<file path="src/rtl/wb_pkg.sv">
/*
 * Writeback subsystem package
 * Widths, pipe count, ALU operation encoding and the structs that
 * carry issues, pipe results and the completion and commit notices
 */

package wb_pkg;

  // --------------------
  // Widths and counts
  // --------------------

  localparam int num_pipes     = 2;
  localparam int pipe_idx_bits = (num_pipes > 1) ? $clog2(num_pipes) : 1;
  localparam int data_bits     = 32;
  localparam int addr_bits     = 32;
  localparam int seq_num_bits  = 8;
  localparam int reg_addr_bits = 5;
  localparam int num_regs      = 2 ** reg_addr_bits;

  // --------------------
  // ALU operations
  // --------------------

  typedef enum logic [2:0] {
    op_add = 3'd0,
    op_sub = 3'd1,
    op_and = 3'd2,
    op_or  = 3'd3,
    op_xor = 3'd4,
    op_slt = 3'd5   // signed compare, result is 1 or 0
  } alu_op_e;

  // --------------------
  // Structs
  // --------------------

  // One operation handed to an execute pipe
  typedef struct packed {
    logic                     val;
    logic [addr_bits-1:0]     pc;
    logic [seq_num_bits-1:0]  seq_num;
    alu_op_e                  op;
    logic [data_bits-1:0]     src_a;
    logic [data_bits-1:0]     src_b;
    logic [reg_addr_bits-1:0] waddr;
    logic                     wen;
  } issue_t;

  // Pipe output stage as seen by writeback
  typedef struct packed {
    logic                     val;
    logic [addr_bits-1:0]     pc;
    logic [seq_num_bits-1:0]  seq_num;
    logic [reg_addr_bits-1:0] waddr;
    logic [data_bits-1:0]     wdata;
    logic                     wen;
  } wb_result_t;

  typedef struct packed {
    logic                     val;
    logic [seq_num_bits-1:0]  seq_num;
    logic [reg_addr_bits-1:0] waddr;
    logic [data_bits-1:0]     wdata;
    logic                     wen;
  } complete_t;

  typedef struct packed {
    logic                     val;
    logic [addr_bits-1:0]     pc;
    logic [seq_num_bits-1:0]  seq_num;
    logic [reg_addr_bits-1:0] waddr;
    logic [data_bits-1:0]     wdata;
    logic                     wen;
  } commit_t;

endpackage

</file>
<file path="src/rtl/commit_regfile.sv">
/*
 * Architectural register file
 * 32 x 32 bits, written by commit notices, one combinational read port
 */

`timescale 1ns/10ps

module commit_regfile import wb_pkg::*; (
  input  logic                     clk,
  input  logic                     rst,
  input  commit_t                  commit,
  input  logic [reg_addr_bits-1:0] rd_addr,
  output logic [data_bits-1:0]     rd_data
);

  logic [data_bits-1:0] regs [num_regs];
  logic                 wr_en;

  assign wr_en = commit.val && commit.wen;

  // --------------------
  // Write port
  // --------------------

  always_ff @(posedge clk) begin
    if (rst) begin
      for (int i = 0; i < num_regs; i++) begin
        regs[i] <= '0;
      end
    end else if (wr_en) begin
      regs[commit.waddr] <= commit.wdata;
    end
  end

  // Read port, observes architectural state
  assign rd_data = regs[rd_addr];

  // Writeback is expected to suppress every register 0 write
  a_no_r0_write: assert property (
    @(posedge clk) disable iff (rst)
    wr_en |-> (commit.waddr != '0)
  );

endmodule

</file>
<file path="config.mk">
export PLATFORM = sky130hd
export DESIGN_NAME = commit_regfile
export DESIGN_NICKNAME = d
export VERILOG_FILES = /design/src/rtl/wb_pkg.sv /design/src/rtl/commit_regfile.sv
export SDC_FILE = /design/constraint.sdc
export NUM_CORES = 1
export LEC_CHECK = 0
export BUFFER_PORTS_ARGS = -buffer_cell sky130_fd_sc_hd__buf_2
export CAP_MARGIN = 20
export CORE_ASPECT_RATIO = 0.5
export CORE_MARGIN = 2
export CORE_UTILIZATION = 55
export DETAILED_ROUTE_END_ITERATION = 16
export GPL_TIMING_DRIVEN = 1
export PLACE_DENSITY_LB_ADDON = 0.15
export RECOVER_POWER = 100
export SLEW_MARGIN = 30
export SYNTH_ARGS = -nofsm -noshare
export SYNTH_HDL_FRONTEND = slang
export SYNTH_SLANG_ARGS = --single-unit
</file>
<file path="constraint.sdc">
create_clock -name clk -period 1.9 [get_ports clk]
set_clock_uncertainty 0.15 [all_clocks]
set_input_delay 0.095 -clock clk [delete_from_list [all_inputs] [get_ports clk]]
set_output_delay 0.095 -clock clk [all_outputs]
set_load 0.01 [all_outputs]
</file>
# == After elaboration in Yosys (flattened, before gate mapping) ==
# Memory sizes are Yosys's and may differ from the RTL's.
# Index checks and enable logic that the tools add are counted.
# Widths: inputs -> output; s select.
# word_totals
ff_bits,0
mem_bits_rw,1024
inputBits,86
output_inout_bits,32
word_cells,11
mem_count,1
# memory_table
name,words,width,read_ports,rd_ports_with_merged_regs,write_ports,line_no,rtl
regs,32,32,1,0,32,commit_regfile.sv:16,logic [data_bits-1:0] regs [num_regs];
# classes
muxes,8
reduce_logical,2
# op_table
op,n
$mux 32,1
$reduce_or 32->1,1
$mux 1,6
$mux 5,1
$logic_and 1x1->1,1

# == Depth between registers and ports, before layout ==
# depth
word_depth,6
mapped_depth,8

# == Worst setup path before layout ==
# No wires, ideal clock.
# synth_timing
kind,input port to flip-flop
start,input port commit[37] (netlist name)
end,memory regs[3][0] (enable)
setup_time_ns,0.375
arrival_ns,1.256
required_time_ns,1.375
path_slack_ns,0.119
path_stages,3
cell_sequence,or3_1 -> nor2_1 -> or2_2
# synth_rtl
item,line_no,rtl
"start, declared",commit_regfile.sv:11,"input commit_t commit,"
"end, declared",commit_regfile.sv:16,

# == Final worst setup path ==
# layout_timing
start,memory regs[6][26]
end,output port rd_data[26]
# layout_via
elab_chain_len,1
# layout_lines
item,line_no,rtl
$mem_v2 32x32,n/a,
"end, declared",commit_regfile.sv:13,output logic [data_bits-1:0] rd_data
# Every way passes these cells.

==> run metrics <==
average wire per standard cell 26.2 microns; Core Util, Final 63.1%; Crit Path Category flop to primary output; Final Wtd Congestion 0.901; Critical Path Source Type flop; Finish-stage setup viols 433; DRC 0; core box area 85700 sq um; Slew headroom -6.91%; pin count of the biggest net entering global routing 36; DRT Pass-1 Iters 6; min cycle time layout 2.37 ns; Pwr Density 900 nW/um^2; synthesized cell area 47400 sq um; Die Height 212 microns; most frequent cells in the layout 1024 x edfxtp_1, 711 x and2_1, 511 x mux2i_1; Slew @ Worst Pin 1.60 ns; number of routed nets with antenna violations 0; Pins Over Slew Limit 99; Die Span X 419 microns; routed via count 28900; area growth from synthesis to layout 14.2%; Post-synth EDFFs 1024; Worst EP required 1.65 ns; Clock Sinks 1024; post-CTS setup buffers 0; Hold/Removal Path Class input pin to flop; die area 88600 sq um; row count 76; vias in the first global route 28300; Yosys warnings 0; Top Ports 118; Net Count, Synth 3568; fin nets 3731; Starting DRT DRC Count 3323; first-pass GRT wire length 189 mm; Most flops, register regs; DP Wirelength 81.3 mm; Max Root-Sink Buffers 3; Primary FF master, synth edfxtp_1; max reg flops 1024; Yosys reg bits 1024; sequential-to-total area share from yosys stat 64.9%; DR vias/cell 5.90; Pleak 20.2 nW; final WL 128 mm; f_max 422 MHz; # H-tree levels 3; Synth Instances 3482; layout cells sized above 1 15.5%; Critical Path AT 2.13 ns; IO buf count 77; RSZ-0062 raised after global routing true; commonest non-fill, non-tap cell in the layout edfxtp_1; Final Hold Viols 0; crit-path max FO 1; TritonCTS Buffers 92; initial cell density of the core 55.3%; status finished, violations left; ys async rst share 0%; grt total ovfl 0; Clock transition at path regs 0.06 ns; Peak VDD IR 0.000673 V; PnR worst setup slack -0.472 ns; Largest regs regs x1024; Synth cell types 30; Worst setup EP type primary output; Hold WS 0.256 ns; CTS tree built; failing checks max-capacitance violations, max-slew violations, negative setup slack; Avg Inst Size Synth 13.6 sq um; Root Buffer clkbuf_16; fill count 6343; GRT Resource Usage Total 29.2%; fin crit share 125%; initial antenna violation count 8; max cap viols 3
-- cell type report --
| cell class | instances | area [sq um] | share of cell area [%] |
|---|---|---|---|
| Sequential cell | 1024 | 30700 | 56.9 |
| Multi-Input combinational cell | 2136 | 15800 | 29.2 |
| Tap cell | 1170 | 1460 | 2.71 |
| Timing Repair Buffer | 391 | 3290 | 6.09 |
| Clock buffer | 115 | 2430 | 4.49 |
| Clock inverter | 54 | 359 | 0.664 |
| Antenna cell | 7 | 17.5 | 0.0324 |
-- layer usage --
metal	up-vias	part of all wire [%]	routed length, microns	global-route usage, %
met4	0	2.0	2560	6.71
li1	12800	-	-	-
met2	1243	45	57700	44.2
met1	14600	44	56700	43.9
met5	-	0	0	0
met3	192	9.0	11500	5.60
-- metrics by stage --
step	total power, mW	cells	setup WS [ns]	area [sq um]	setup TNS [ns]
after floorplan	28.9	3482	0.119	47400	0
after global placement	31.0	4713	-0.524	51300	-8.16
after detailed placement	31.0	4713	-0.493	51300	-8.35
after CTS	48.9	4892	-0.474	55100	-13.24
after global routing	50.0	4893	-0.544	54100	-32.41
final	48.7	4897	-0.472	54100	-34.39
-- cells by family after synthesis --
logic type	after synthesis	synth area share, %
simple gates	1336	16.8
buf+inv	322	3.34
compound gates	288	4.14
flops	1024	64.9
mux	512	10.8
-- path summary, 6_finish.rpt --
check | start | endpoint | slack (ns) | cells past startpoint
setup / recovery | regs[6][26]$_SDFFCE_PN0P_ | rd_data[26] | -0.47 | 6
hold / removal | commit[36] | regs[6][17]$_SDFFCE_PN0P_ | 0.26 | 5
-- critical path: stages, from the launching register on --
cell	delay, ns
edfxtp_1	0.40
mux2i_1	0.17
a22o_1	0.22
nor3_4	0.09
a31oi_4	0.27
nand3_4	0.14
buf_6	0.15
-- synth_stat cells, drive strengths merged (3+ instances only) --
master | instances | area [sq um]
a31oi | 32 | 200
clkbuf | 221 | 915
edfxtp | 1024 | 30700
nor3 | 33 | 170
or2 | 33 | 206
a21oi | 96 | 480
nand2 | 100 | 378
and2 | 1025 | 6410
nand2b | 3 | 18.8
buf | 101 | 668
nand3b | 4 | 42.5
nor2 | 35 | 186
nand3 | 98 | 495
mux2i | 512 | 5120
a22oi | 96 | 721
a22o | 64 | 561
-- power by group --
part,internal [mW],switching [mW]
clock network,9.51,8.40
registers,26.0,0.330
logic,1.62,2.85
total,37.1,11.6
-- timing repair --
| action | CTS | global route |
|---|---|---|
| pin swaps | 65 | 42 |
| endpoints found under the setup margin | 32 | 32 |
| hold endpoints to repair | 989 | 0 |
| hold buffers | 32 | 0 |
| gates resized for setup | 138 | 9 |
Note: power is estimated with default switching activity, not from simulation.
