<file path="src/rtl/wb_pkg.sv">
/*
 * Writeback subsystem package
 * Widths, pipe count, ALU operation encoding and the structs that
 * carry issues, pipe results and the completion and commit notices
 */

package wb_pkg;

  // --------------------
  // Widths and counts
  // --------------------

  localparam int num_pipes     = 2;
  localparam int pipe_idx_bits = (num_pipes > 1) ? $clog2(num_pipes) : 1;
  localparam int data_bits     = 32;
  localparam int addr_bits     = 32;
  localparam int seq_num_bits  = 8;
  localparam int reg_addr_bits = 5;
  localparam int num_regs      = 2 ** reg_addr_bits;

  // --------------------
  // ALU operations
  // --------------------

  typedef enum logic [2:0] {
    op_add = 3'd0,
    op_sub = 3'd1,
    op_and = 3'd2,
    op_or  = 3'd3,
    op_xor = 3'd4,
    op_slt = 3'd5   // signed compare, result is 1 or 0
  } alu_op_e;

  // --------------------
  // Structs
  // --------------------

  // One operation handed to an execute pipe
  typedef struct packed {
    logic                     val;
    logic [addr_bits-1:0]     pc;
    logic [seq_num_bits-1:0]  seq_num;
    alu_op_e                  op;
    logic [data_bits-1:0]     src_a;
    logic [data_bits-1:0]     src_b;
    logic [reg_addr_bits-1:0] waddr;
    logic                     wen;
  } issue_t;

  // Pipe output stage as seen by writeback
  typedef struct packed {
    logic                     val;
    logic [addr_bits-1:0]     pc;
    logic [seq_num_bits-1:0]  seq_num;
    logic [reg_addr_bits-1:0] waddr;
    logic [data_bits-1:0]     wdata;
    logic                     wen;
  } wb_result_t;

  typedef struct packed {
    logic                     val;
    logic [seq_num_bits-1:0]  seq_num;
    logic [reg_addr_bits-1:0] waddr;
    logic [data_bits-1:0]     wdata;
    logic                     wen;
  } complete_t;

  typedef struct packed {
    logic                     val;
    logic [addr_bits-1:0]     pc;
    logic [seq_num_bits-1:0]  seq_num;
    logic [reg_addr_bits-1:0] waddr;
    logic [data_bits-1:0]     wdata;
    logic                     wen;
  } commit_t;

endpackage

</file>
<file path="src/rtl/alu_pipe.sv">
/*
 * Single-cycle execute pipe
 * Computes an integer ALU result and holds it in a one-entry output
 * stage until writeback grants it
 */

`timescale 1ns/10ps

module alu_pipe import wb_pkg::*; (
  input  logic       clk,
  input  logic       rst,
  input  issue_t     issue,
  output logic       issue_rdy,
  output wb_result_t result,
  input  logic       rdy
);

  logic [data_bits-1:0] alu_out;
  logic                 load;

  // Stage frees up when empty or when drained this cycle
  assign issue_rdy = !result.val || rdy;
  assign load      = issue.val && issue_rdy;

  // --------------------
  // ALU
  // --------------------

  always_comb begin
    case (issue.op)
      op_add:  alu_out = issue.src_a + issue.src_b;
      op_sub:  alu_out = issue.src_a - issue.src_b;
      op_and:  alu_out = issue.src_a & issue.src_b;
      op_or:   alu_out = issue.src_a | issue.src_b;
      op_xor:  alu_out = issue.src_a ^ issue.src_b;
      op_slt:  alu_out = {{(data_bits-1){1'b0}},
                          ($signed(issue.src_a) < $signed(issue.src_b))};
      default: alu_out = '0;
    endcase
  end

  // --------------------
  // Output stage
  // --------------------

  always_ff @(posedge clk) begin
    if (rst) begin
      result.val <= 1'b0;
    end else if (load) begin
      result <= '{
        val:     1'b1,
        pc:      issue.pc,
        seq_num: issue.seq_num,
        waddr:   issue.waddr,
        wdata:   alu_out,
        wen:     issue.wen
      };
    end else if (rdy) begin
      result.val <= 1'b0;
    end
  end

  // Held result must not move until writeback takes it
  a_hold_stable: assert property (
    @(posedge clk) disable iff (rst)
    (result.val && !rdy) |=> $stable(result)
  );

endmodule

</file>
<file path="config.mk">
export PLATFORM = sky130hd
export DESIGN_NAME = alu_pipe
export DESIGN_NICKNAME = d
export VERILOG_FILES = /design/src/rtl/wb_pkg.sv /design/src/rtl/alu_pipe.sv
export SDC_FILE = /design/constraint.sdc
export NUM_CORES = 1
export LEC_CHECK = 0
export BUFFER_PORTS_ARGS = -buffer_cell sky130_fd_sc_hd__buf_2
export CORE_ASPECT_RATIO = 0.75
export CORE_MARGIN = 2
export CORE_UTILIZATION = 60
export CTS_BUF_LIST = sky130_fd_sc_hd__clkbuf_8
export DETAILED_ROUTE_END_ITERATION = 7
export MAX_ROUTING_LAYER = met4
export PLACE_DENSITY_LB_ADDON = 0.12
export SETUP_SLACK_MARGIN = 0.1
export SLEW_MARGIN = 10
export SYNTH_ARGS = -nofsm -noshare
export SYNTH_HDL_FRONTEND = slang
export SYNTH_SLANG_ARGS = --single-unit
</file>
<file path="constraint.sdc">
create_clock -name clk -period 24.5 [get_ports clk]
set_input_delay 4.9 -clock clk [delete_from_list [all_inputs] [get_ports clk]]
set_output_delay 4.9 -clock clk [all_outputs]
set_load 0.05 [all_outputs]
</file>
# Yosys cells after proc, flatten, opt, wreduce, memory -nomap -nowiden
# Cells that the tools add are included.
[word_totals] wordCells=27 output_inout_bits=80 ramBits=0 latch_bits=0 romBits=0 n_memories=0 regBits=79
[classes] order_cmp=1 bitwise=4 n_div=0 eq_ne=5 n_mux=3 add_sub_neg=2 n_shift=0 reduce_logical=6 n_mul=0
[ops] operator="case mux 32 bit (6 select lines)" count=1
[ops] operator="adder 32 bit" count=1
[ops] operator="AND 32 bit" count=1
[ops] operator="< comparator 32 bit" count=1
[ops] operator="OR 32 bit" count=1
[ops] operator="subtractor 32 bit" count=1
[ops] operator="XOR 32 bit" count=1
[ops] operator="== test 3 x 2 -> 1 bit, second input constant" count=2
[ops] operator="== test 3 bit, second input constant" count=2
[ops] operator="== test 3 x 1 -> 1 bit, second input constant" count=1
[ops] operator="zero test 3 bit" count=1
[ops] operator="two-way mux 1 bit" count=2
[ops] operator="AND reduction 2 bit" count=1
[ops] operator="nonzero test 2 bit" count=1
[ops] operator="logical AND 1 bit" count=1
[ops] operator="zero test 1 bit" count=1
[ops] operator="logical OR 1 bit" count=1
[ops] operator="NOT 1 bit" count=1

# Depth between registers and ports, before layout
[depth] word_depth=4 depth_mapped=13 ltp_nobuf=13

# Least setup slack after synthesis
# OpenSTA, ideal clock, no wires.
[synth_timing] kind="input-to-reg" startpoint="input port rdy" endpoint="register result[0] (netlist name), enable pin" slack_ns=13.245 n_path_buf=0 t_required_ns=23.872 setup_time_ns=0.628 t_arrival_ns=10.627 path_stages=2 cell_sequence="nor2b_1 > nor3b_1"
[synth_between] elab_chain_len=3
[synth_lines] item="start: declaration" line_no="alu_pipe.sv:15" source="input logic rdy"
[synth_lines] item="logical OR 1 bit" line_no="alu_pipe.sv:22" source="assign issue_rdy = !result.val || rdy;"
[synth_lines] item="logical AND 1 bit" line_no="alu_pipe.sv:23" source="assign load = issue.val && issue_rdy;"
[synth_lines] item="AND reduction 2 bit (no source line)"
[synth_lines] item="end signal: assignment" line_no="alu_pipe.sv:50" source="result <= '{"
[synth_lines] item="end: declaration" line_no="alu_pipe.sv:14" source="output wb_result_t result,"
# No other way between the ends.
# A chain may end at the register's enable or synchronous reset.

# Worst setup path in the final report
[layout_timing] startpoint="input port rdy" endpoint="output port issue_rdy"
[layout_between] elab_chain_len=1
[layout_lines] item="logical OR 1 bit" line_no="alu_pipe.sv:22"
[layout_lines] item="end: declaration" line_no="alu_pipe.sv:13" source="output logic issue_rdy,"
# No other way between the ends.

==> flow_summary_export.csv <==
group,metric,value,unit
worst_setup_path,cp_max_fo,3,
worst_setup_path,cp.required,19600,ps
global_route,grt_pass1_vias,6639,
pwr,leakage,4.043,nW
pwr,intPower,251.6,µW
global_route,grt_use_total,31.81,%
drt,final_antenna_net_count,0,
worst_setup_path,cp.arrival,5500,ps
cells_and_area,regMostFlops,"result",
place,place_ws,14090,ps
synthesis,yosysTopAreaCellShare,30.72,%
sta,rsz0062_at_grt,"false",
die,dieArea,13630,µm²
synthesis,synth_compound_area_share,26.37,%
clock_tree,clk_latency,370,ps
clock_tree,cts_sinks,79,
sta,max_freq,0.09613,GHz
global_route,grt_pass1_wl,33.63,mm
synthesis,seq_area_frac_synth,30.99,%
die,core_area,12350,µm²
place,dp_cells,1210,
sta,timing.final.crit_share,42.46,%
clock_tree,cts_root_buf,"clkbuf_8",
drt,wirelength,21.56,mm
cells_and_area,largest_register_ffs,79,
synthesis,yosys-top-cells-area,"edfxtp_1 (31%), ha_1 (17%), a21oi_1 (5.8%)",
synthesis,synth_edf_count,78,
die,die_width,134.2,µm
sta,relSlewSlack,25.92,%
clock_tree,path_clk_slew,90,ps
synthesis,syn_nets,1113,
synthesis,postSynthAreaPerCell,8.537,µm²
pwr,total_power,415.7,µW
clock_tree,post_cts_resized,0,
synthesis,synth_largest_area_cell,"edfxtp_1",
drt,dr.pass1.iters,5,
clock_tree,cts.path.max_buffers,2,
synthesis,synth_warnings,0,
die,start_util,61.73,%
cells_and_area,n_antenna_cell,0,
worst_setup_path,crit_path_end_kind,"output port",
cells_and_area,top_regs,"result: 79 flops",
drt,drc,0,
sta,setup-violations-final,0,
hold_path,whs_path_depth,3,
synthesis,syn_inst,893,
cells_and_area,fin_nets,1275,
sta,hold_viol_final,0,
hold_path,holdCritPathClass,"reg2reg",
pwr,pwr-share-seq,38.3,%
pwr,power.density,47.30,nW/µm²
clock_tree,numCtsBuffers,9,
pwr,ir_worst_vdd,0.03797,mV
pwr,switching_share,39.47,%
clock_tree,cts_tree,"done",
global_route,grt_antenna_before_repair,0,
die,num_io_pins,197,
place,globalplace.congestion,0.9932,
cells_and_area,syn2layout_area_growth,15.28,%
cells_and_area,multiInputGateArea,4646,µm²
pwr,power.share.clock,22.3,%
synthesis,ys_ff_latch,79,
cells_and_area,layout_common_cells,"buf_2 (196), ha_1 (101), inv_1 (96), nor2_1 (90), a21oi_1 (89)",
die,rows,35,
synthesis,synth_xor_area_share,1.838,%
die,die_y,101.6,µm
clock_tree,ctsHtreeMaxLevel,3,
status,status,"completed",
synthesis,synth-simple-area-share,14.64,%
drt,routedWlPerCell,17.59,µm
cells_and_area,layout.cells.non_filler,1226,
cells_and_area,drive_gt1_share,22.26,%
drt,via_per_inst,6.014,
global_route,grt_max_degree,88,
place,io_buffers,196,
synthesis,synth.distinct_cells,81,
drt,vias,7373,
drt,drt_iter0_markers,720,
synthesis,ys_async_sr_fraction,0,%
pwr,p_sw,164.1,µW
sta,worstMarginPinSlew,1108,ps
cells_and_area,fin_area,8788,µm²
synthesis,synth_top_family_by_area,"compound AO/OA/AOI/OAI gates",
clock_tree,ctsHoldBuffers,0,
global_route,grt_overflow,0,
worst_setup_path,worst_r2r_path_depth,3,
run,max-cap-violations,0,
synthesis,synthAdderAreaFrac,17.10,%
sta,tns,0,ps
cells_and_area,n_fill_cell,1031,
sta,worst_slack,14100,ps
worst_setup_path,crit_type,"in2out",
cells_and_area,fin_util,71.17,%
sta,timing.hold.ws,644.8,ps
cells_and_area,regArea,2362,µm²
worst_setup_path,start_kind,"input pin",
synthesis,ys.flop_type,"edfxtp_1",
synthesis,synth_mux_area_share,0.9191,%
place,placedInstanceArea,8610,µm²
synthesis,synth_area,7624,µm²
sta,finalMaxSlewViolations,0,
clock_tree,post-cts-setup-buffer-count,0,
sta,final.min_clock_period,10400,ps
pwr,share_comb_of_total_power,39.4,%
place,dpl.hpwl,16.21,mm
cells_and_area,final_common_cell,"buf_2",
sta,fin_skew,10.36,ps
power by group through the flow:
stage / registers, mW / clock network, mW / logic, mW
2_1_floorplan: 0.187 / 0 / 0.0955
4_1_cts: 0.159 / 0.0930 / 0.161
3_3_place_gp: 0.162 / 0 / 0.158
5_1_grt: 0.160 / 0.0974 / 0.178
6_report: 0.159 / 0.0925 / 0.164
3_5_place_dp: 0.162 / 0 / 0.160
critical path: stages:
cell and delay, ps:
buf_2 100, nor2b_1 200, inv_1 80, buf_2 220
metal layers:
| layer | track usage, % | wire length (µm) | part of all wire (%) | up-vias |
|---|---|---|---|---|
| met5 | - | 0 | 0 | - |
| met4 | 9.150 | 429 | 2.0 | 0 |
| met3 | 4.955 | 2046 | 9.5 | 46 |
| met2 | 49.88 | 9673 | 45 | 410 |
| met1 | 42.98 | 9412 | 44 | 3374 |
| li1 | - | - | - | 3543 |
final cells by class:
cell class                 instances  area share (%)
timing repair buffer             202           11.67
clock buffer                       9           1.409
tap                              166           2.363
inverter                          98           4.186
sequential                        79           26.88
multi-input combinational        665           52.86
clock inverter                     7          0.6264
cell families after synthesis:
| group | Yosys count |
|---|---|
| xor gates and xnor gates | 16 |
| DFF | 79 |
| and+or+nand+nor | 240 |
| adders and majority gates | 103 |
| buffers and inverters | 149 |
| muxes | 7 |
| AOI/OAI and AO/OA | 299 |
cells in the mapped netlist, types with 13 or more instances:
master / number
nor2_1: 90
o211ai_1: 13
nand3_1: 15
xnor2_1: 15
inv_1: 96
nand2_1: 57
edfxtp_1: 78
a21o_1: 15
nor3_1: 27
o21bai_1: 17
a21oi_1: 89
ha_1: 101
o21ai_0: 46
o22ai_1: 14
clkbuf_1: 38
worst paths after layout:
check,startpoint,endpoint,slack [ps]
worst max-delay path,rdy,issue_rdy,14100
worst min register to register,result[78]$_SDFFE_PP0P_,result[78]$_SDFFE_PP0P_,640
worst min-delay path,result[78]$_SDFFE_PP0P_,result[78]$_SDFFE_PP0P_,640
worst max register to register,result[78]$_SDFFE_PP0P_,result[10]$_DFFE_PP_,22800
Power figures use the tool's default switching activity.
